--- src/dcache_pkg.sv ---
// shared types and constants for the 4-way write-back data cache
// address is tag[19:10] | set index | byte offset[1:0], one 32-bit word per line
// every file refers to these by dcache_pkg:: scoped names
package dcache_pkg;

    localparam int OFFSET_W        = 2;   // byte offset within the word
    localparam int INDEX_W_DEFAULT = 8;   // 256 sets
    localparam int TAG_W           = 10;
    localparam int ADDR_W          = 20;  // 1 MB byte space
    localparam int WAYS            = 4;   // tied to the 2-bit ages
    localparam int WORD_W          = 32;

    typedef logic [ADDR_W-1:0] addr_t;

    // store size codes
    typedef enum logic [1:0] {
        SIZE_BYTE = 2'd0,
        SIZE_HALF = 2'd1,
        SIZE_WORD = 2'd2,
        SIZE_BAD  = 2'd3   // illegal, access completes with no effect
    } size_e;

    typedef struct packed {
        logic             valid;
        logic             dirty;  // line differs from backing memory
        logic [TAG_W-1:0] tag;
    } tag_entry_t;

    typedef tag_entry_t [WAYS-1:0]              tag_set_t;   // 48 bits, one set
    typedef logic [WAYS-1:0][WORD_W-1:0]        data_set_t;  // 128 bits
    typedef logic [WAYS-1:0][1:0]               age_set_t;   // 0 youngest, 3 oldest

    // core side request, strobes sampled only while busy is low
    typedef struct packed {
        logic              read_en;
        logic              write_en;    // wins over read_en if both set
        addr_t             addr;
        logic [WORD_W-1:0] write_data;  // bytes already placed in their lanes
        size_e             store_size;
    } core_req_t;

    // memory side, both strobes are single-cycle pulses
    typedef struct packed {
        logic              fetch_req;
        logic              writeback;
        addr_t             addr;        // word aligned line address
        logic [WORD_W-1:0] data;        // victim word for writeback
    } mem_req_t;

endpackage

--- src/dcache_lru.sv ---
// age based replacement for one set of four ways
// picks the victim and computes the ages after a way has been used
// purely combinational, the controller decides when ages_next is written
`timescale 1ns/1ps

module dcache_lru (
    input  dcache_pkg::age_set_t ages,
    input  dcache_pkg::tag_set_t tags,
    input  logic [1:0]           use_way,
    output logic [1:0]           victim,
    output dcache_pkg::age_set_t ages_next
);

    logic [1:0] used_age;  // age of the way being touched

    // victim choice
    always_comb begin
        victim = 2'd0;
        // oldest way first
        for (int w = dcache_pkg::WAYS - 1; w >= 0; w--) begin
            if (ages[w] == 2'd3) begin
                victim = 2'(w);
            end
        end
        // any invalid way overrides, lowest index wins
        for (int w = dcache_pkg::WAYS - 1; w >= 0; w--) begin
            if (!tags[w].valid) begin
                victim = 2'(w);
            end
        end
    end

    assign used_age = ages[use_way];

    // used way becomes youngest, ways younger than it move up by one
    always_comb begin
        for (int w = 0; w < dcache_pkg::WAYS; w++) begin
            if (2'(w) == use_way) begin
                ages_next[w] = 2'd0;
            end else if (ages[w] < used_age) begin
                ages_next[w] = ages[w] + 2'd1;      // cannot pass 3
            end else begin
                ages_next[w] = ages[w];             // older ways keep their age
            end
        end
    end

endmodule

--- config.mk ---
export PLATFORM = sky130hd
export DESIGN_NAME = dcache_lru
export DESIGN_NICKNAME = d
export VERILOG_FILES = /design/src/dcache_pkg.sv /design/src/dcache_lru.sv
export SDC_FILE = /design/constraint.sdc
export NUM_CORES = 1
export LEC_CHECK = 0
export ABC_AREA = 1
export BUFFER_PORTS_ARGS = -buffer_cell sky130_fd_sc_hd__buf_2
export CELL_PAD_IN_SITES_DETAIL_PLACEMENT = 0
export CELL_PAD_IN_SITES_GLOBAL_PLACEMENT = 2
export CORE_ASPECT_RATIO = 1.1
export CORE_MARGIN = 5
export CORE_UTILIZATION = 11
export DETAILED_ROUTE_END_ITERATION = 8
export GPL_TIMING_DRIVEN = 0
export PLACE_DENSITY = 0.78
export REMOVE_ABC_BUFFERS = 1
export SLEW_MARGIN = 20
export SYNTH_ARGS = -nofsm -noshare
export SYNTH_HDL_FRONTEND = slang
export SYNTH_SLANG_ARGS = --single-unit
--- constraint.sdc ---
create_clock -name vclk -period 1.4
set_clock_uncertainty 0.05 [all_clocks]
set_input_delay 0.07 -clock vclk [all_inputs]
set_output_delay 0.07 -clock vclk [all_outputs]
set_load 0.005 [all_outputs]
# == After elaboration in Yosys (flattened, before gate mapping) ==
# Cells that the tools add are included.
# Widths: inputs -> output; s select.
# word_totals
output_inout_bits,10
in_bits,58
regBits,0
wordCells,35
# op_classes
add_sub_neg,4
order_cmp,5
reduce_logical,1
muxes,18
n_eq_ne,7
# ops
op,n
$mux 2,17
$add 2x1->2 const B,4
$eq 2x2->1 const B,4
$lt 2x2->1,4
$bmux 2 s2,1
$eq 2x2->1 const A,2
$lt 2x3->1 const B,1
$eq 1x2->1 const A,1
$logic_not 2->1,1

# == Longest topological paths before layout ==
# logic_depth
ltp_word,9
mapped_depth,10
ltp_nobuf,10

# == Worst setup path after synthesis ==
# OpenSTA, ideal clock, no wires.
# synth_timing
kind,input-to-output
startpoint,input port use_way[1]
endpoint,output port ages_next[0] (netlist name)
path_slack_ns,-0.035
required_ns,1.280
cell_stages,6
path_buffers,0
arrival_ns,1.315
cell_sequence,inv_1 nor2_1 a221oi_1 ha_1 o31ai_1 a21oi_1
# synth_lines
item,line,rtl
start: declaration,dcache_lru.sv:9,"input logic [1:0] use_way,"
end: declaration,dcache_lru.sv:11,output dcache_pkg::age_set_t ages_next

==> impl_metrics.py <==
metrics = {
    "logic_synthesis": {
        "netlist_top_cells_area": "ha_1 21%, nand2_1 20%, inv_1 13%, a21oi_1 12%, nand3_2 8.4%",
        "synth_compound_area_share_pct": 21.73,
        "synth_top_area_cell": "ha_1",
        "synthXorXnorAreaFrac_pct": 0,
        "synth_top_family_by_area": "simple AND/OR/NAND/NOR gates",
        "ys_warn_count": 0,
        "avgSynthCellArea_sq_um": 5.431,
        "synth_seq_area_share_pct": 0,
        "synth-simple-area-share_pct": 43.19,
        "synth_commonest_cells": "26 x nand2_1, 17 x inv_1, 11 x a21oi_1",
        "yosys-mux-area-fraction_pct": 0,
        "yosysMostFrequentCell": "nand2_1",
        "netlist_area_sq_um": 478.0,
        "synth_top_area_share_pct": 20.94,
        "synth_cells": 88,
        "synth.distinct_cells": 12,
        "synth_adder_area_share_pct": 20.94,
    },
    "final_layout": {
        "nFillCells": 493,
        "fin_cells": 173,
        "utilization_pct": 23.03,
        "seqCellArea_sq_um": 0,
        "multiInputGateArea_sq_um": 611.8,
        "nFlopsAndLatches": 0,
        "drive_gt1_share_pct": 55.46,
        "fin_nets": 187,
        "diodes": 0,
        "area_growth_pct": 105.0,
        "nClkBuffers": 0,
    },
    "sta": {
        "hold_viol_final": 0,
        "finalSetupViolations": 7,
        "max_freq_mhz": 684.3,
        "rsz0062_at_grt": "true",
        "min_period_ns": 1.461,
        "finalCritPeriodShare_pct": 104.4,
        "tightest_slew_ns": 0.2519,
        "finalWorstSetupSlack_ns": -0.06127,
        "slew_headroom_pct": 83.21,
        "slew_violations": 0,
    },
    "worst_setup_path": {
        "required_ns": 1.28,
        "cp.arrival_ns": 1.34,
        "cp_max_fo": 4,
        "endpoint_kind": "primary output",
        "crit_type": "in2out",
        "startpoint_type": "primary input",
    },
    "grt": {
        "track_usage_pct": 5.632,
        "grt_pass1_vias": 632,
        "grt-ovfl-total": 0,
        "grt_pass1_wl_microns": 2711,
        "grt_max_degree": 7,
        "antenna_found_initial": 0,
    },
    "drt": {
        "num_vias": 649,
        "ant_nets": 0,
        "routed_wirelength_microns": 1686,
        "viasPerCell": 3.751,
        "drtIter0Drc": 5,
        "first_pass_iters": 2,
        "wl_per_cell_microns": 9.746,
        "drc": 0,
    },
    "floorplanning": {
        "die_w_microns": 72.85,
        "fp-row-count": 25,
        "die_y_microns": 79.14,
        "ios": 68,
        "core_region_area_sq_um": 4254,
        "initial_utilization_pct": 11.24,
        "die-area_sq_um": 5765,
    },
    "placed_design": {
        "place.detailed.hpwl_microns": 1325,
        "numPortBuffers": 24,
        "routabilityCongestion": 0.7030,
        "placed_cells": 166,
    },
    "pwr": {
        "leakagePower_nw": 0.4743,
        "power_density_nw_per_um2": 438.7,
        "peakVddDrop_v": 0.0001647,
    },
    "min_path": {
        "holdCritStartpoint": "tags[23]",
        "holdPathStages": 3,
        "holdPathEnd": "victim[0]",
        "hold_class": "in2out",
    },
    "run": {
        "maxCapViolCount": 0,
    },
    "status": {
        "status": "finished with violations",
        "failed_checks": "setup timing",
    },
}
[layout make-up]
class / count / area share [%]
Multi-Input combinational cell: 70 / 62.45
Timing Repair Buffer: 31 / 21.97
Inverter: 18 / 8.685
Tap cell: 54 / 6.897
[metal layers]
layer | share of wire [%] | track usage [%] | up-vias
met2 | 51 | 10.20 | 16
met1 | 43 | 7.357 | 282
met5 | 0 | 0 | -
li1 | - | - | 351
met3 | 6.2 | 0.8861 | 0
met4 | 0 | 0 | 0
[through the flow]
stage / hold WS [ns] / power (mW) / setup TNS (ns) / setup slack [ns] / area [sq um]
final: 0.3418 / 0.4298 / -0.2746 / -0.06127 / 979.7
after global routing: 0.3800 / 0.4727 / -0.8080 / -0.1180 / 979.7
after CTS: 0.3451 / 0.3810 / -0.2672 / -0.04977 / 887.1
after detailed placement: 0.3436 / 0.2693 / -4.826 / -0.6535 / 665.6
after global placement: 0.3470 / 0.2679 / -4.655 / -0.6210 / 665.6
after floorplan: 0.1455 / 0.1685 / -0.1306 / -0.03512 / 478.0
[power by group]
group	internal, mW	switching [mW]	leakage [nW]
Sequential	0	0	0
Clock	0	0	0
Combinational	0.208	0.221	0.474
Total	0.208	0.221	0.474
[worst max-delay path, stage by stage]
cell      delay (ns)
buf_12          0.12
clkinv_8        0.04
nor2_4          0.03
a221oi_4        0.31
buf_6           0.15
ha_4            0.21
o31ai_4         0.24
a21oi_2         0.04
buf_2           0.12
[cell families (layout without fill, tap and decap cells)]
kind of cell / after synthesis / in the layout
AOI/OAI and AO/OA: 18 / 18
adders and majority gates: 8 / 8
and+or+nand+nor: 44 / 44
buffers and inverters: 18 / 49
[placed cells by master, fill, tap and decap left out, drive strengths merged, types with 2 or more instances in the layout]
master and count:
nand2 32, nor2 7, o21ai 2, buf 31
o31ai 4, nand3 4, a21oi 11, inv 17
ha 8
[worst max path at each step]
stage	from	to	slack (ns)	cells past startpoint
floorplan	use_way[1]	ages_next[0]	-0.04	6
global placement	use_way[1]	ages_next[0]	-0.62	8
detailed placement	use_way[1]	ages_next[0]	-0.65	8
CTS	use_way[0]	ages_next[0]	-0.05	9
global route	use_way[0]	ages_next[1]	-0.12	12
finish	use_way[1]	ages_next[0]	-0.06	9
[repair_timing]
action                     4_1_cts  5_1_grt
pin swaps                       15       11
setup buffers                    6        1
hold buffers                     0        0
resized for setup               36       18
setup endpoints to repair        8        8
(Power assumes the default switching activity.)
