## src/dcache_pkg.sv

```systemverilog
// shared types and constants for the 4-way write-back data cache
// address is tag[19:10] | set index | byte offset[1:0], one 32-bit word per line
// every file refers to these by dcache_pkg:: scoped names
package dcache_pkg;

    localparam int OFFSET_W        = 2;   // byte offset within the word
    localparam int INDEX_W_DEFAULT = 8;   // 256 sets
    localparam int TAG_W           = 10;
    localparam int ADDR_W          = 20;  // 1 MB byte space
    localparam int WAYS            = 4;   // tied to the 2-bit ages
    localparam int WORD_W          = 32;

    typedef logic [ADDR_W-1:0] addr_t;

    // store size codes
    typedef enum logic [1:0] {
        SIZE_BYTE = 2'd0,
        SIZE_HALF = 2'd1,
        SIZE_WORD = 2'd2,
        SIZE_BAD  = 2'd3   // illegal, access completes with no effect
    } size_e;

    typedef struct packed {
        logic             valid;
        logic             dirty;  // line differs from backing memory
        logic [TAG_W-1:0] tag;
    } tag_entry_t;

    typedef tag_entry_t [WAYS-1:0]              tag_set_t;   // 48 bits, one set
    typedef logic [WAYS-1:0][WORD_W-1:0]        data_set_t;  // 128 bits
    typedef logic [WAYS-1:0][1:0]               age_set_t;   // 0 youngest, 3 oldest

    // core side request, strobes sampled only while busy is low
    typedef struct packed {
        logic              read_en;
        logic              write_en;    // wins over read_en if both set
        addr_t             addr;
        logic [WORD_W-1:0] write_data;  // bytes already placed in their lanes
        size_e             store_size;
    } core_req_t;

    // memory side, both strobes are single-cycle pulses
    typedef struct packed {
        logic              fetch_req;
        logic              writeback;
        addr_t             addr;        // word aligned line address
        logic [WORD_W-1:0] data;        // victim word for writeback
    } mem_req_t;

endpackage

```

## src/dcache_ctrl.sv

```systemverilog
// cache control FSM: reset sweep, lookup, writeback, refill and replay
// owns the RAM read and write enables and the sweep counter
// a hit finishes in the single LOOKUP cycle, a miss refills and replays
`timescale 1ns/1ps

module dcache_ctrl #(
    parameter int INDEX_W = dcache_pkg::INDEX_W_DEFAULT
) (
    input  logic               CLK,
    input  logic               arst_n,
    input  logic               req_start,     // raw strobe from the core
    input  logic               is_write,
    input  logic               hit,
    input  logic               access_ok,
    input  logic               victim_dirty,  // victim valid and dirty
    input  logic               fill_valid,
    output logic               busy,
    output logic               done,
    output logic               sweep,
    output logic [INDEX_W-1:0] sweep_index,
    output logic               re,
    output logic               tag_we,
    output logic               data_we,
    output logic               age_we,
    output logic [1:0]         way_sel,       // {store hit, fill}
    output logic               fetch_req,
    output logic               writeback
);

    typedef enum logic [2:0] {
        SWEEP, IDLE, LOOKUP, WRITEBACK, FETCH, WAIT_FILL, REPLAY
    } state_e;

    state_e             state, state_nxt;
    logic [INDEX_W-1:0] sweep_cnt;
    logic               hit_ok;     // legal access that hit
    logic               store_hit;
    logic               fill_now;

    assign hit_ok    = (state == LOOKUP) && access_ok && hit;
    assign store_hit = hit_ok && is_write;
    assign fill_now  = (state == WAIT_FILL) && fill_valid;

    always_ff @(posedge CLK or negedge arst_n) begin
        if (!arst_n) begin
            state     <= SWEEP;
            sweep_cnt <= '0;
        end else begin
            state <= state_nxt;
            if (state == SWEEP) begin
                sweep_cnt <= sweep_cnt + 1'b1;  // one set per cycle
            end
        end
    end

    always_comb begin
        state_nxt = state;
        case (state)
            SWEEP:     if (sweep_cnt == '1) state_nxt = IDLE;
            IDLE:      if (req_start) state_nxt = LOOKUP;
            LOOKUP: begin
                if (!access_ok || hit) begin
                    state_nxt = IDLE;              // done this cycle
                end else if (victim_dirty) begin
                    state_nxt = WRITEBACK;
                end else begin
                    state_nxt = FETCH;
                end
            end
            WRITEBACK: state_nxt = FETCH;
            FETCH:     state_nxt = WAIT_FILL;
            WAIT_FILL: if (fill_valid) state_nxt = REPLAY;
            REPLAY:    state_nxt = LOOKUP;         // reread after the fill write
            default:   state_nxt = IDLE;
        endcase
    end

    assign busy        = (state != IDLE);
    assign done        = (state == LOOKUP) && (hit || !access_ok);
    assign sweep       = (state == SWEEP);
    assign sweep_index = sweep_cnt;
    // read at acceptance and again on replay, outputs held otherwise
    assign re          = ((state == IDLE) && req_start) || (state == REPLAY);
    assign tag_we      = sweep || store_hit || fill_now;   // sweep clears, hit sets dirty
    assign data_we     = store_hit || fill_now;
    assign age_we      = sweep || hit_ok;
    assign way_sel     = {store_hit, fill_now};
    assign fetch_req   = (state == FETCH);
    assign writeback   = (state == WRITEBACK);

endmodule

```

## config.mk

```make
export PLATFORM = sky130hd
export DESIGN_NAME = dcache_ctrl
export DESIGN_NICKNAME = d
export VERILOG_FILES = /design/src/dcache_pkg.sv /design/src/dcache_ctrl.sv
export SDC_FILE = /design/constraint.sdc
export NUM_CORES = 1
export LEC_CHECK = 0
export BUFFER_PORTS_ARGS = -buffer_cell sky130_fd_sc_hd__buf_2
export CAP_MARGIN = 5
export CORE_MARGIN = 2
export CORE_UTILIZATION = 49
export DETAILED_ROUTE_END_ITERATION = 16
export PLACE_DENSITY = 0.91
export SYNTH_ARGS = -nofsm -noshare
export SYNTH_HDL_FRONTEND = slang
export SYNTH_SLANG_ARGS = --single-unit
```

## constraint.sdc

```tcl
create_clock -name CLK -period 3.3 [get_ports CLK]
set_clock_uncertainty 0.1 [all_clocks]
set_input_delay 0.165 -clock CLK [delete_from_list [all_inputs] [get_ports CLK]]
set_output_delay 0.165 -clock CLK [all_outputs]
set_load 0.02 [all_outputs]
```

==> Yosys cells after proc, flatten, opt, wreduce, memory -nomap -nowiden <==
Cells that the tools add are included.
{ "totals": {"word_cells": 35, "regBits": 11, "input_bits": 8} }
{ "classes": {"n_eq_ne": 11, "addsub": 1, "muxes": 6, "n_reduce_logical": 15} }
{ "op_table": {"columns": ["operator", "count"], "rows": [
  ["one-hot mux 3 bit (7 select lines)", 1],
  ["two-way mux 3 bit", 5],
  ["== test 3 bit, second input constant", 3],
  ["adder 8 x 1 -> 8 bit, second input constant", 1],
  ["== test 8 bit, second input constant", 1],
  ["== test 3 x 2 -> 1 bit, second input constant", 2],
  ["logical AND 1 bit", 6],
  ["logical OR 1 bit", 6],
  ["inequality test 2 bit, second input constant", 2],
  ["== test 3 x 1 -> 1 bit, second input constant", 1],
  ["zero test 3 bit", 1],
  ["inequality test 3 x 1 -> 1 bit, second input constant", 1],
  ["AND reduction 3 bit", 1],
  ["inequality test 2 x 1 -> 1 bit, second input constant", 1],
  ["zero test 1 bit", 1]
]} }

==> Longest topological paths before layout <==
{ "logic_depth": {"word_depth": 6, "ltp_mapped": 5} }

==> Least setup slack after synthesis <==
OpenSTA, ideal clock, no wires.
{ "synth_timing": {"kind": "flip-flop to output port", "start": "reg state[0]", "end": "out tag_we", "n_path_buf": 1, "path_stages_with_launch": 4, "arrival_time_ps": 1275, "required_time_ps": 3035, "path_slack_ps": 1760, "cell_sequence": "dfrtp_1 > clkbuf_1 > mux2_2 > o32ai_1"} }
{ "synth_via": {"elab_chain_len": 6, "elab_cells_between_ends": 9, "cone_classes": "eq/ne: 2; reduce/logical: 7"} }
{ "synth_rtl": {"columns": ["item", "line_no", "source"], "rows": [
  ["start: declaration", "dcache_ctrl.sv:34", "state_e state, state_nxt;"],
  ["start signal: assignment", "dcache_ctrl.sv:49", "state <= state_nxt;"],
  ["== test 3 x 2 -> 1 bit", "dcache_ctrl.sv:40", "assign hit_ok = (state == LOOKUP) && access_ok && hit;"],
  ["logical AND 1 bit (2 in a row)", "dcache_ctrl.sv:40", null],
  ["logical AND 1 bit", "dcache_ctrl.sv:41", "assign store_hit = hit_ok && is_write;"],
  ["logical OR 1 bit", "dcache_ctrl.sv:84", "assign tag_we = sweep || store_hit || fill_now;"],
  ["logical OR 1 bit *", "dcache_ctrl.sv:84", null],
  ["end: declaration", "dcache_ctrl.sv:22", "output logic tag_we,"]
]} }
Mark *: on every way between the ends. The rest lies on a longest branch, timed or not.

==> Worst setup path after layout <==
{ "layout_timing": {"start": "reg state[1]", "end": "out sweep"} }
{ "layout_via": {"elab_chain_len": 1} }
{ "layout_rtl": {"columns": ["item", "line_no", "source"], "rows": [
  ["zero test 3 bit", "dcache_ctrl.sv:80", "assign sweep = (state == SWEEP);"],
  ["end: declaration", "dcache_ctrl.sv:19", "output logic sweep,"]
]} }
Every way passes these cells.

==> flow_metrics.env <==
export IMPL_nets=106
export IMPL_rsz0062_at_grt="no"
export IMPL_r2r_slack_ps=1610
export IMPL_seq_power_share=0.352
export IMPL_post_route_period_util=0.562
export IMPL_die_area_um2=1660
export IMPL_grt_max_degree=13
export IMPL_syn_area_um2=661
export IMPL_path_depth=3
export IMPL_max_freq_ghz=0.540
export IMPL_port_buffers=26
export IMPL_crit_chain="or3_1 -> clkinv_2 -> buf_2"
export IMPL_first_pass_iters=4
export IMPL_fin_util=0.633
export IMPL_worst_setup_path_start_kind="flip-flop"
export IMPL_maxSlewHeadroom=0.773
export IMPL_syn_num_nets=80
export IMPL_cts_buffers_inserted=3
export IMPL_outcome="finished clean"
export IMPL_synth_avg_cell_area_um2=9.30
export IMPL_n_antenna_cell=0
export IMPL_viasPerCell=5.42
export IMPL_maxSlewViolCount=0
export IMPL_grtUsageTotal=0.201
export IMPL_grt_pass1_vias=496
export IMPL_hold_class="in -> reg"
export IMPL_pin_count=27
export IMPL_grt_pass1_wl_mm=2.16
export IMPL_wl_met3_um=62
export IMPL_core_area_um2=1280
export IMPL_clkPwrFrac=0.115
export IMPL_hold_violations=0
export IMPL_synth_cell_type_count=30
export IMPL_wl_per_cell_um=13.1
export IMPL_cts_tree="done"
export IMPL_dpl_hpwl_mm=1.12
export IMPL_maxCapViolCount=0
export IMPL_syn2layout_area_growth_pct=23.1
export IMPL_cts_htree_levels=1
export IMPL_peakVddDrop_mv=0.558
export IMPL_fillers=107
export IMPL_setup_tns_ps=0
export IMPL_wl_met2_um=754
export IMPL_switching_power_uw=386
export IMPL_min_to="state[1]"
export IMPL_ys_warn_count=0
export IMPL_cp_max_fo=11
export IMPL_critPathKind="reg -> out"
export IMPL_drc=0
export IMPL_swShare=0.494
export IMPL_clock_sinks=11
export IMPL_synth_seq_cells=11
export IMPL_seq_area_frac_synth=0.417
export IMPL_pwr_share_comb=0.533
export IMPL_tightest_slew_ps=340
export IMPL_final_common_cell="buf_2"
export IMPL_hold_start="victim_dirty"
export IMPL_r2r_end="sweep_index[1]"
export IMPL_vias=602
export IMPL_post_cts_buffers=0
export IMPL_cpPeakStageDelay_ps=520
export IMPL_leakage_uw=0.000414
export IMPL_row_count=13
export IMPL_drt_total_wl_mm=1.45
export IMPL_cp_end_kind="output port"
export IMPL_hold_path_depth=3
export IMPL_antenna_left=0
export IMPL_worstSkewPairLatency_ps=260
export IMPL_reg2reg_depth=3
export IMPL_cpMaxStageDelayCell="or3_1"
export IMPL_drt_initial_drc_count=11
export IMPL_clk_path_buf_depth=2
export IMPL_path_buf_inv=2
export IMPL_final_cell_mix="buf_2 (26), dfrtp_1 (11), nand2_1 (6)"
export IMPL_r2r_start="state[1]"
export IMPL_cts_root_buf="clkbuf_4"
export IMPL_topRoutingLayerUsed="met3"
export IMPL_wl_met1_um=634
export IMPL_drive_gt1_frac=0.385
export IMPL_internal_power_uw=396
export IMPL_place_gp_congestion=0.727
export IMPL_dieWidth_um=40.7
export IMPL_path_delay_family="simple AND/OR/NAND/NOR gates"
export IMPL_worstPathArrival_ps=1590
export IMPL_setup_viol=0
export IMPL_overflow=0
export IMPL_cts_resized=0
export IMPL_antenna_found_initial=0
export IMPL_path_clk_slew_ps=70
export IMPL_fin_crit_ps=1850
export IMPL_critPathRequiredTime_ps=3030
export IMPL_start_util=0.514
export IMPL_dieHeight_um=40.7
export IMPL_syn_inst=71
export IMPL_power_uw=783
export IMPL_p_per_area_nw_per_um2=963
==> sequential cells by signal, indices dropped and copies added (netlist names) <==
name         cells
sweep_index      8
state            3
==> area by class of cell <==
cell class	count	area [um^2]	area share
multi-input cells	52	343	0.422
flip-flops and latches	11	275	0.338
repair buffers	27	140	0.172
clock buffers	3	22.5	0.0277
well taps	15	18.8	0.0231
inverters	2	8.76	0.0108
clock inverters	1	5.00	0.00615
==> synth_stat cells <==
cell type	instances	area share
o21ai_0	2	0.015
or3_1	1	0.0095
clkbuf_1	1	0.0057
mux2_2	2	0.034
o221ai_1	1	0.013
dfrtp_1	11	0.42
xor2_1	3	0.040
or2_2	2	0.019
nand2_1	6	0.034
buf_4	2	0.023
nor3b_1	1	0.011
nor3_1	3	0.023
o32ai_1	1	0.013
ha_1	1	0.019
nand3_1	4	0.030
inv_1	1	0.0057
mux2i_1	1	0.015
o22ai_1	1	0.0095
nor3_2	2	0.030
clkinv_2	1	0.0076
xnor2_1	4	0.053
o21ai_1	1	0.0076
nand4_1	3	0.028
a22o_1	1	0.013
nand2b_1	2	0.019
nor2b_1	3	0.028
and3_1	2	0.019
nor2_1	2	0.011
buf_2	3	0.023
a21oi_1	3	0.023
==> tightest hold or removal path, delay by kind of cell <==
family	cells	cell delay, ps
AOI/OAI and AO/OA	2	210
buffers and inverters	1	90
==> timing repair <==
action | in CTS | in global routing
hold endpoints to repair | 11 | 0
hold buffers | 1 | 0
setup endpoints to repair | 0 | 0
==> routing by layer <==
metal  GRT usage  vias to the layer above
li1            -                      297
met1       0.239                      281
met2       0.333                       24
met3      0.0326                        0
met4       0.125                        0
met5           0                        -
==> worst max path at each step <==
stage | from | endpoint | slack [ps]
CTS | state[1] | sweep | 1440
detailed placement | state[1] | sweep_index[1] | 1630
floorplan | state[0] | tag_we | 1760
global route | state[1] | sweep | 1350
finish | state[1] | sweep | 1450
global placement | state[1] | sweep_index[1] | 1660
==> logic make-up (layout without fill, tap and decap cells) <==
| logic type | Yosys count | count (layout) | synth area share |
|---|---|---|---|
| AO/OA/AOI/OAI | 10 | 10 | 0.0947 |
| XOR/XNOR | 7 | 7 | 0.0928 |
| adder cells (fa/ha/maj) | 1 | 1 | 0.0189 |
| buffers and inverters | 8 | 33 | 0.0644 |
| flip-flops | 11 | 11 | 0.417 |
| multiplexers | 3 | 3 | 0.0492 |
| AND/OR/NAND/NOR | 31 | 31 | 0.263 |
==> through the flow <==
step                worst slack, ps  instances  cell area [um^2]  hold slack, ps
global route                   1350        111               813             154
detailed placement             1630        106               776           -55.4
global placement               1660        106               776           -63.0
finish                         1450        111               813             155
floorplan                      1760         71               661            -231
CTS                            1440        111               813             116
==> power groups by stage <==
stage                     Combinational (uW)  Clock [uW]  Sequential [uW]
after global routing                     456         104              284
after detailed placement                 417           0              274
after floorplan                          308           0              268
final                                    418        89.8              275
after CTS                                420        93.9              272
after global placement                   401           0              270
No activity file was read; power rests on OpenSTA's default activity.
