## src/dcache_pkg.sv

```systemverilog
// shared types and constants for the 4-way write-back data cache
// address is tag[19:10] | set index | byte offset[1:0], one 32-bit word per line
// every file refers to these by dcache_pkg:: scoped names
package dcache_pkg;

    localparam int OFFSET_W        = 2;   // byte offset within the word
    localparam int INDEX_W_DEFAULT = 8;   // 256 sets
    localparam int TAG_W           = 10;
    localparam int ADDR_W          = 20;  // 1 MB byte space
    localparam int WAYS            = 4;   // tied to the 2-bit ages
    localparam int WORD_W          = 32;

    typedef logic [ADDR_W-1:0] addr_t;

    // store size codes
    typedef enum logic [1:0] {
        SIZE_BYTE = 2'd0,
        SIZE_HALF = 2'd1,
        SIZE_WORD = 2'd2,
        SIZE_BAD  = 2'd3   // illegal, access completes with no effect
    } size_e;

    typedef struct packed {
        logic             valid;
        logic             dirty;  // line differs from backing memory
        logic [TAG_W-1:0] tag;
    } tag_entry_t;

    typedef tag_entry_t [WAYS-1:0]              tag_set_t;   // 48 bits, one set
    typedef logic [WAYS-1:0][WORD_W-1:0]        data_set_t;  // 128 bits
    typedef logic [WAYS-1:0][1:0]               age_set_t;   // 0 youngest, 3 oldest

    // core side request, strobes sampled only while busy is low
    typedef struct packed {
        logic              read_en;
        logic              write_en;    // wins over read_en if both set
        addr_t             addr;
        logic [WORD_W-1:0] write_data;  // bytes already placed in their lanes
        size_e             store_size;
    } core_req_t;

    // memory side, both strobes are single-cycle pulses
    typedef struct packed {
        logic              fetch_req;
        logic              writeback;
        addr_t             addr;        // word aligned line address
        logic [WORD_W-1:0] data;        // victim word for writeback
    } mem_req_t;

endpackage

```

## src/dcache_lookup.sv

```systemverilog
// hit detection and store merge for the set read from the RAMs
// compares the request tag with every valid way, selects the hit word
// and builds the byte mask that merges store data into that word
`timescale 1ns/1ps

module dcache_lookup (
    input  dcache_pkg::core_req_t          req,
    input  dcache_pkg::tag_set_t           tags,
    input  dcache_pkg::data_set_t          words,
    output logic                           hit,
    output logic [1:0]                     hit_way,
    output logic [dcache_pkg::WORD_W-1:0]  hit_word,
    output logic [dcache_pkg::WORD_W-1:0]  merged,
    output logic                           access_ok
);

    localparam int LANES = dcache_pkg::WORD_W / 8;

    logic [dcache_pkg::TAG_W-1:0]    req_tag;
    logic [dcache_pkg::OFFSET_W-1:0] offset;
    logic [dcache_pkg::WAYS-1:0]     way_match;
    logic [LANES-1:0]                byte_mask;

    assign req_tag = req.addr[dcache_pkg::ADDR_W-1 -: dcache_pkg::TAG_W];
    assign offset  = req.addr[dcache_pkg::OFFSET_W-1:0];

    // tag compare on all ways in parallel
    always_comb begin
        for (int w = 0; w < dcache_pkg::WAYS; w++) begin
            way_match[w] = tags[w].valid && (tags[w].tag == req_tag);
        end
    end

    assign hit = |way_match;

    always_comb begin
        hit_way = 2'd0;
        for (int w = dcache_pkg::WAYS - 1; w >= 0; w--) begin
            if (way_match[w]) begin
                hit_way = 2'(w);  // at most one match in a sane set
            end
        end
    end

    assign hit_word = words[hit_way];

    // reads are whole words and must be word aligned
    always_comb begin
        access_ok = 1'b0;
        byte_mask = '0;
        if (req.write_en) begin
            case (req.store_size)
                dcache_pkg::SIZE_BYTE: begin
                    access_ok = 1'b1;
                    byte_mask = LANES'(1) << offset;            // lane by offset
                end
                dcache_pkg::SIZE_HALF: begin
                    access_ok = !offset[0];
                    byte_mask = offset[1] ? 4'b1100 : 4'b0011;  // upper or lower half
                end
                dcache_pkg::SIZE_WORD: begin
                    access_ok = (offset == '0);
                    byte_mask = '1;
                end
                default: begin
                    access_ok = 1'b0;                           // SIZE_BAD
                    byte_mask = '0;
                end
            endcase
        end else begin
            access_ok = (offset == '0);
        end
    end

    // byte-wise merge of lane-aligned store data into the hit word
    always_comb begin
        for (int b = 0; b < LANES; b++) begin
            merged[8*b +: 8] = byte_mask[b] ? req.write_data[8*b +: 8] : hit_word[8*b +: 8];
        end
    end

endmodule

```

## config.mk

```make
export PLATFORM = sky130hd
export DESIGN_NAME = dcache_lookup
export DESIGN_NICKNAME = d
export VERILOG_FILES = /design/src/dcache_pkg.sv /design/src/dcache_lookup.sv
export SDC_FILE = /design/constraint.sdc
export NUM_CORES = 1
export LEC_CHECK = 0
export ABC_AREA = 1
export ABC_CLOCK_PERIOD_IN_PS = 2000
export BUFFER_PORTS_ARGS = -buffer_cell sky130_fd_sc_hd__buf_4
export CAP_MARGIN = 15
export CORE_AREA = 2 2 118 120
export DETAILED_ROUTE_END_ITERATION = 12
export DIE_AREA = 0 0 120 122
export GPL_ROUTABILITY_DRIVEN = 1
export RECOVER_POWER = 50
export SLEW_MARGIN = 25
export SYNTH_ARGS = -nofsm -noshare
export SYNTH_HDL_FRONTEND = slang
export SYNTH_SLANG_ARGS = --single-unit
```

## constraint.sdc

```tcl
create_clock -name vclk -period 2
set_clock_uncertainty 0.15 [all_clocks]
set_input_delay 0.2 -clock vclk [all_inputs]
set_output_delay 0.2 -clock vclk [all_outputs]
set_load 0.01 [all_outputs]
```

* Yosys cells after proc, flatten, opt, wreduce, memory -nomap -nowiden *
Index checks and enable logic that the tools add are counted.
W data, S select, Z words.

storage, ports and cells
  memories kept = 0
  bits in latches = 0
  output and inout port bits = 68
  bits in read-only memories = 0
  flip-flop bits (word level) = 0
  bits in writable memories = 0

cells by class
  equal/unequal tests = 6
  muxes and demuxes = 15
  multiply operators = 0
  bitwise gates (word level) = 0
  add/sub/neg operators = 0
  div/mod/pow operators = 0
  shift-type cells = 1
  reduce and logical (&&, ||, !) cells = 8
  magnitude comparators = 1

operators by type and width
  kind                   count
  $bmux W32 S2           1
  $eq A10 B10 Y1         4
  $mux W32               1
  $mux W8                4
  $pmux W4 S3            1
  $mux W2                4
  $mux W4                2
  $logic_and A1 B1 Y1    4
  $logic_not A2 Y1       2
  $reduce_or A4 Y1       1
  $shl A1 B2 Y4 const A  1
  $lt A2 B3 Y1 const B   1
  $pmux W1 S3            1
  $eq A2 B1 Y1 const B   1
  $eq A2 B2 Y1 const B   1
  $logic_not A1 Y1       1
  $mux W1                1

* Logic depth before layout (Yosys ltp) *
Gate-level depths: netlist (run 1).

  depth in word-level cells = 9
  mapped depth = 17
  depth with buffers taken out = 15

* Least setup slack after synthesis (run 1) *
Ideal clock, no wire load.

  kind = input to output
  start = input req[44] (netlist bit)
  end = output hit_word[0] (netlist bit)
  cell stages on the path = 13
  arrival = 1.489 ns
  slack = 0.161 ns
  cells stage by stage = clkbuf_2 > inv_1 > nand2_1 > o211ai_1 > nor2_1 > nand3_1 > nand2_1 > nand2_2 > buf_4 > buf_4 > nand3_1 > nand3_1 > and2_1

on the way
  word-level cells in the longest chain between the ends = 8
  elaborated cells between the ends (all ways) = 14

ends and longest elaborated chain
  item                                line                 RTL
  start: declaration                  dcache_lookup.sv:7   input dcache_pkg::core_req_t req,
  $eq A10 B10 Y1                      dcache_lookup.sv:30  way_match[w] = tags[w].valid && (tags[w].tag == req_tag);
  $logic_and A1 B1 Y1                 dcache_lookup.sv:30
  $mux W2 (3 in a row)                dcache_lookup.sv:39  if (way_match[w]) begin
  $mux W2 (*)                         dcache_lookup.sv:39
  $bmux W32 S2 (*)                    dcache_lookup.sv:45  assign hit_word = words[hit_way];
  $mux W32 (not written as such) (*)  dcache_lookup.sv:45
  end: declaration                    dcache_lookup.sv:12  output logic [dcache_pkg::WORD_W-1:0] hit_word,

Mark *: on every way between the ends. The rest lies on a longest branch, timed or not. The select of a mux whose other input is x is not followed.

* Worst setup path after layout (run 1) *
  start = input req[51] (netlist bit)
  end = output hit_word[9] (netlist bit)

Same word-level chain as after synthesis.

==> out/metrics.cfg, run 1 <==
[flow_run]
max-cap-violations=0

[worst_setup_path]
worstPathCellList=buf_8 -> buf_6 -> nand2_2 -> nand2_1 -> nor2_1 -> nand2_1 -> nor2_1 -> nand3_2 -> nand2_8 -> nand2_8 -> buf_12 -> nand2_1 -> nand3_4 -> and2_1 -> buf_4
crit_end=hit_word[9]
arrival_ps=1930
worst-path-max-fanout=8
cp.required_ps=1650
cp-end-kind=primary output
crit_type=input port to primary output
cp-start-kind=input port
cpPeakStageDelay_ps=180
critPathLaunch=req[51]
cp_slowest_cell=and2_1
cpMostUsedCell=nand2_1

[pwr]
p_int_uw=687.3
p_sw_uw=521.9
power_frac_seq_pct=0
power_density_mw_per_mm2=161.9
combPwrFrac_pct=100.0
vdd_drop_max_uv=89.02
p_clk_share_pct=0
switching_share_pct=43.16
power_leakage_uw=0.003764

[synthesis]
syn_area_mm2=0.002610
synth_top_cell_by_area=nand3_1
synth_common_cells=nand2_1, nand3_1, inv_1
synth.avg_cell_area_um2=4.669
yosysMostFrequentCell=nand2_1
ys_top_cells_by_area=nand3_1, nand2_1, and2_1
yosysWarnings=0
synthCells=559
syn_nets=791
seq_area_frac_synth_pct=0
synth_top_area_share_pct=32.41
synth_cell_type_count=24

[outcome]
violations=negative setup slack
status=finished, violations left

[global_route]
antenna_found_initial=0
grt_pass1_vias=4592
gr-total-overflow=0
grt_use_total_pct=19.46
grt_pass1_wl_um=23270
grt_max_degree=65

[route]
drt-initial-drc-count=194
routed-via-count=5242
wl_per_cell_um=17.79
ant_nets=0
via_per_inst=4.858
drc=0
drtPass1Iterations=4
wl_um=19200

[floorplan]
num_rows=43
chipWidth_um=120
coreArea_mm2=0.01350
die-area_mm2=0.01464
ios=300
start_util_pct=19.33
die-height_um=122

[timing]
rsz0062_at_grt=yes
hold_slack_ps=519.1
hold_viol=0
min_period_ps=2281
period_share_pct=114.0
setup_tns_ps=-14460
slew_viol_final=0
fmax_ghz=0.4385
setup_viol=64
worstMarginPinSlew_ps=304.4
relSlewSlack_pct=79.68
worst_slack_ps=-280.7

[placement]
hpwl_um=12090
place_ws_ps=-337.1
place_congestion=0.8900
io_buffers=287

[cells_and_area]
drive_above_1_share_pct=68.41
clkbuf_count=0
multi_input_area_mm2=0.003545
fillers=1282
regArea_um2=0
flops_and_latches=0
areaGrowthSynthToFinish_pct=186.2
diodes=0
nets=1133

[worst_hold_path]
hold_class=input port to primary output
min_from=req[23]

[clocking]
postCtsHoldBufs=0

==> worst min-delay path by stage <==
stage          slack [ps]  cells past startpoint    endpoint
2_1_floorplan         370                      2   merged[0]
3_3_place_gp          520                      4  merged[19]
4_1_cts               530                      4  merged[21]
3_5_place_dp          530                      4   merged[6]
5_1_grt               540                      4  merged[17]
6_report              520                      4  merged[21]
==> worst max-delay path, delay by kind of cell <==
family                 cells  cell delay, ps
buffers and inverters      4             530
and+or+nand+nor           11            1200
==> stage by stage <==
step                      power, uW  utilization (%)  cell area (um^2)  instances
after floorplan               341.2                -              2610        559
after global placement        944.5            38.54              5205       1041
after detailed placement      945.1            38.54              5205       1041
after CTS                      1012            42.69              5764       1046
after global routing           1297            55.31              7470       1079
final                          1209            55.31              7470       1079
==> power groups by stage <==
stage / Clock [uW] / Sequential, uW / Combinational [uW]
after detailed placement: 0 / 0 / 945
after global placement: 0 / 0 / 944
final: 0 / 0 / 1210
after floorplan: 0 / 0 / 341
after CTS: 0 / 0 / 1010
after global routing: 0 / 0 / 1300
==> repair_timing <==
| action | 4_1_cts | 5_1_grt |
|---|---|---|
| gates resized for setup | 113 | 286 |
| setup endpoints to repair | 64 | 66 |
| pin swaps | 26 | 93 |
| cloned | 2 | 20 |
| setup buffers | 3 | 15 |
==> area by class of cell <==
cell class	count	share of cell area, %
Multi-Input combinational cell	481	47.45
Inverter	50	2.814
Timing Repair Buffer	368	46.72
Tap cell	180	3.015
==> layer usage <==
| layer | part of all wire, % | GRT usage, % |
|---|---|---|
| met5 | 0 | 0 |
| met4 | 2.1 | 1.765 |
| met3 | 6.9 | 3.324 |
| met2 | 53 | 36.97 |
| met1 | 38 | 23.63 |
==> cells in the final DEF, fill, tap and decap left out <==
cell type    n
buf_4      268
nand2_1    136
nand3_2     80
nand2_2     62
buf_6       62
nand3_1     50
nand3_4     40
inv_1       39
and2_4      22
buf_12      18
nor2_1      17
nand2_4     13
clkbuf_16   13
and2_1      10
nand4_1      9
o21ai_0      8
xor2_1       7
buf_8        6
inv_2        5
nor2_2       5
inv_4        4
xnor2_2      4
o22ai_1      3
nor3_2       3
nand2_8      3
or2_2        3
nor3_1       2
inv_6        1
a21boi_2     1
nor2_4       1
o211ai_1     1
inv_8        1
o31ai_1      1
clkbuf_1     1
==> logic make-up after synthesis <==
| group | after synthesis | synth area share [%] |
|---|---|---|
| XOR/XNOR | 11 | 3.691 |
| AND/OR/NAND/NOR | 455 | 78.52 |
| buffers and inverters | 79 | 14.67 |
| AO/OA/AOI/OAI | 14 | 3.116 |
Power figures use the tool's default switching activity.
==> inputs of run 2 (changes only) <==
SKIP_LAST_GASP = 1   (was default)
==> out/metrics.cfg, run 2 (synthesis gave the netlist of run 1 again) <==
[timing]
setup_tns_ps=-13300
setup_viol=64
rsz0062_at_grt=yes
relSlewSlack_pct=79.13
period_share_pct=113.0
worstMarginPinSlew_ps=312.8
worst_slack_ps=-259.1
slew_viol_final=0
fmax_ghz=0.4426
min_period_ps=2259
hold_viol=0

[route]
ant_nets=0
drtPass1Iterations=5
drt-initial-drc-count=229
wl_per_cell_um=16.80
routed-via-count=5065
drc=0
wl_um=17990
via_per_inst=4.729

[pwr]
vdd_drop_max_uv=81.62
switching_share_pct=42.75
power_frac_seq_pct=0
p_clk_share_pct=0
combPwrFrac_pct=100.0
p_sw_uw=472.2
power_density_mw_per_mm2=164.3
power_leakage_uw=0.003521
p_int_uw=632.2

[floorplan]
die-area_mm2=0.01464
coreArea_mm2=0.01350
die-height_um=122
chipWidth_um=120
ios=300
start_util_pct=19.33
num_rows=43

[global_route]
grt_max_degree=65
grt_pass1_wl_um=23090
grt_use_total_pct=19.30
grt_pass1_vias=4588
gr-total-overflow=0
antenna_found_initial=0

[worst_setup_path]
cp-end-kind=primary output
worst-path-max-fanout=7
crit_type=input port to primary output
arrival_ps=1910
cp-start-kind=input port
cp.required_ps=1650

[cells_and_area]
fillers=1392
clkbuf_count=0
multi_input_area_mm2=0.002987
regArea_um2=0
final_common_cell=buf_4
layout_common_cells=buf_4, nand2_1, nand3_1
flops_and_latches=0
nets=1125
areaGrowthSynthToFinish_pct=157.5
drive_above_1_share_pct=57.01
diodes=0
stdcell_count=1071

[outcome]
status=finished, violations left
violations=negative setup slack

[placement]
place_congestion=0.8900
dp_cells=1041
hpwl_um=12090
io_buffers=287

[flow_run]
max-cap-violations=0

[worst_hold_path]
hold_class=input port to primary output

## run 2: cell count changes in the layout (fill, tap and decap cells not counted), moves of 4 or more
| cell | before | now |
|---|---|---|
| nand3_4 | 40 | 19 |
| nand3_2 | 80 | 46 |
| nand2_2 | 62 | 26 |
| nand3_1 | 50 | 105 |
| and2_1 | 10 | 14 |
| and2_4 | 22 | 18 |
| nand2_1 | 136 | 175 |
| buf_4 | 268 | 289 |
| buf_6 | 62 | 35 |
## run 2: path summary, 6_finish.rpt
| kind | startpoint | end | cells after the start |
|---|---|---|---|
| setup / recovery | req[51] | hit_word[23] | 15 |
| hold / removal | req[14] | merged[12] | 4 |
## run 2: area by class of cell
cell class | instances | area share [%]
Tap cell | 180 | 3.351
Multi-Input combinational cell | 481 | 44.44
Timing Repair Buffer | 360 | 49.00
Inverter | 50 | 3.202
## run 2: power by group through the flow
stage / Sequential, uW / Combinational (uW) / Clock, uW
final: 0 / 1100 / 0
after global routing: 0 / 1190 / 0
after floorplan: 0 / 341 / 0
after global placement: 0 / 944 / 0
after CTS: 0 / 1000 / 0
after detailed placement: 0 / 945 / 0
## run 2: per-stage QoR
step	instance area (um^2)	util (%)	worst slack, ps	total power [uW]	hold slack (ps)
2_1_floorplan	2610	-	160.9	341.2	373.7
3_5_place_dp	5205	38.54	-337.1	945.1	527.3
4_1_cts	5718	42.34	-246.2	1003	527.3
6_report	6720	49.76	-259.1	1104	525.8
5_1_grt	6720	49.76	-372.4	1192	539.2
3_3_place_gp	5205	38.54	-332.2	944.5	524.2
## run 2: worst max-delay path, cell delays in order
cell	delay, ps
buf_8	100
buf_6	120
nand2_2	60
nand2_1	40
nor2_1	100
nand2_1	60
nor2_1	120
nand3_2	130
nand2_8	180
nand2_8	120
clkbuf_16	190
nand2_1	50
nand3_1	100
and2_1	180
buf_4	140
## run 2: timing repair
action | CTS | global route
resized for setup | 101 | 142
hold buffers | 0 | 0
cloned | 2 | 18
setup endpoints to repair | 64 | 66
pin swaps | 24 | 37
buffers inserted | 3 | 9
endpoints found under the hold margin | 0 | 0
## run 2: layer usage
| metal | part of all wire [%] | wire [um] | up-vias | GRT usage, % |
|---|---|---|---|---|
| met5 | 0 | 0 | - | 0 |
| met3 | 7.0 | 1268 | 12 | 3.371 |
| met4 | 0.90 | 162 | 0 | 1.838 |
| met2 | 51 | 9202 | 227 | 36.86 |
| met1 | 41 | 7359 | 2328 | 23.18 |
| li1 | - | - | 2498 | - |
==> inputs of run 3 (changes only) <==
--- a/config.mk
+++ b/config.mk
@@ -8,8 +8,8 @@
 export ABC_AREA = 1
-export ABC_CLOCK_PERIOD_IN_PS = 2000
+export ABC_CLOCK_PERIOD_IN_PS = 2950
 export BUFFER_PORTS_ARGS = -buffer_cell sky130_fd_sc_hd__buf_4
 export CAP_MARGIN = 15
-export CORE_AREA = 2 2 118 120
+export CORE_AREA = 2 2 115 117
 export DETAILED_ROUTE_END_ITERATION = 12
-export DIE_AREA = 0 0 120 122
+export DIE_AREA = 0 0 117 119
 export GPL_ROUTABILITY_DRIVEN = 1
==> constraint.sdc (replaced) <==
create_clock -name vclk -period 2.95
set_clock_uncertainty 0.15 [all_clocks]
set_input_delay 0.1475 -clock vclk [all_inputs]
set_output_delay 0.1475 -clock vclk [all_outputs]
set_load 0.01 [all_outputs]
==> out/metrics.cfg, run 3 (synthesis gave the netlist of run 1 again) <==
[outcome]
status=finished, final reports clean

[cells_and_area]
diodes=0
fillers=1477
areaGrowthSynthToFinish_pct=85.33
nets=1059
clkbuf_count=0
final_common_cell=buf_4
layout_common_cells=buf_4, nand2_1, nand3_1
regArea_um2=0
flops_and_latches=0
drive_above_1_share_pct=35.52

[clocking]
post-cts-setup-buffers=0
cts-resized-gates=0
postCtsHoldBufs=0

[global_route]
grt_max_degree=65
grt_pass1_wl_um=20430
antenna_found_initial=0
gr-total-overflow=0
grt_use_total_pct=17.94
grt_pass1_vias=4072

[route]
routed-via-count=4471
drc=0
drt-initial-drc-count=198
ant_nets=0
via_per_inst=4.467
drtPass1Iterations=5
wl_um=13400
wl_per_cell_um=13.38

[worst_hold_path]
hold_class=input port to primary output
min_from=req[8]
min_to=merged[6]
min_path_cells=4

[pwr]
power_leakage_uw=0.002739
power_density_mw_per_mm2=123.6
vdd_drop_max_uv=49.92

[timing]
setup_viol=0
rsz0062_at_grt=no
setup_tns_ps=0
fmax_ghz=0.3988
min_period_ps=2508
slew_viol_final=0
hold_slack_ps=422.4
relSlewSlack_pct=51.96
period_share_pct=85.01
hold_viol=0
worstMarginPinSlew_ps=720.7

[floorplan]
die-area_mm2=0.01392
ios=300
chipWidth_um=117
num_rows=42
start_util_pct=20.27
die-height_um=119
coreArea_mm2=0.01287

[placement]
io_buffers=287
hpwl_um=10980
place_congestion=0.8422

[flow_run]
max-cap-violations=0

[worst_setup_path]
critPathLaunch=req[52]
cp.required_ps=2650
worst-path-max-fanout=64
cp-start-kind=input port
cp-end-kind=primary output
arrival_ps=2210
crit_type=input port to primary output

-- run 3: cell count changes in the layout (fill, tap and decap cells not counted), sizes merged --
cell    previous run  this run
buf              347       277
nand2            214       213
clkbuf            13        18
-- run 3: cell type report --
type / instances / area, um^2 / share of cell area, %
Timing Repair Buffer: 295 / 2197 / 45.42
Tap cell: 176 / 220.2 / 4.553
Multi-Input combinational cell: 480 / 2232 / 46.15
Inverter: 50 / 187.7 / 3.880
-- run 3: stage by stage --
step	instance area, um^2	power, uW	util (%)	std cells	worst slack [ps]
3_3_place_gp	4905	616.5	38.10	1001	516.7
3_5_place_dp	4905	616.9	38.10	1001	495.2
4_1_cts	4905	619.5	38.10	1001	484.0
2_1_floorplan	2610	231.3	-	559	1216
6_report	4837	597.8	37.57	1001	442.2
5_1_grt	4837	666.5	37.57	1001	244.4
-- run 3: power by group --
group / switching, uW / internal (uW)
Clock: 0 / 0
Sequential: 0 / 0
Combinational: 259 / 339
Total: 259 / 339
-- run 3: worst max path at each step --
stage	cells past startpoint	endpoint
after CTS	16	hit_word[7]
after global routing	12	merged[7]
final	11	hit_word[7]
after global placement	16	hit_word[7]
after floorplan	13	hit_word[0]
after detailed placement	16	hit_word[7]
-- run 3: layer usage --
metal  track usage [%]  share of wire (%)
met3             2.341                8.2
met5                 0                  0
met4             2.353                1.4
met1             22.53                 41
met2             32.95                 50
-- run 3: critical path, cell delays in order --
cell and delay [ps]:
clkbuf_1 210, inv_1 130, or2_2 300, nand2_1 60, nor2_1 40, nand3_2 80
buf_4 520, nand3_1 140, nand3_1 220, and2_1 170, buf_4 110
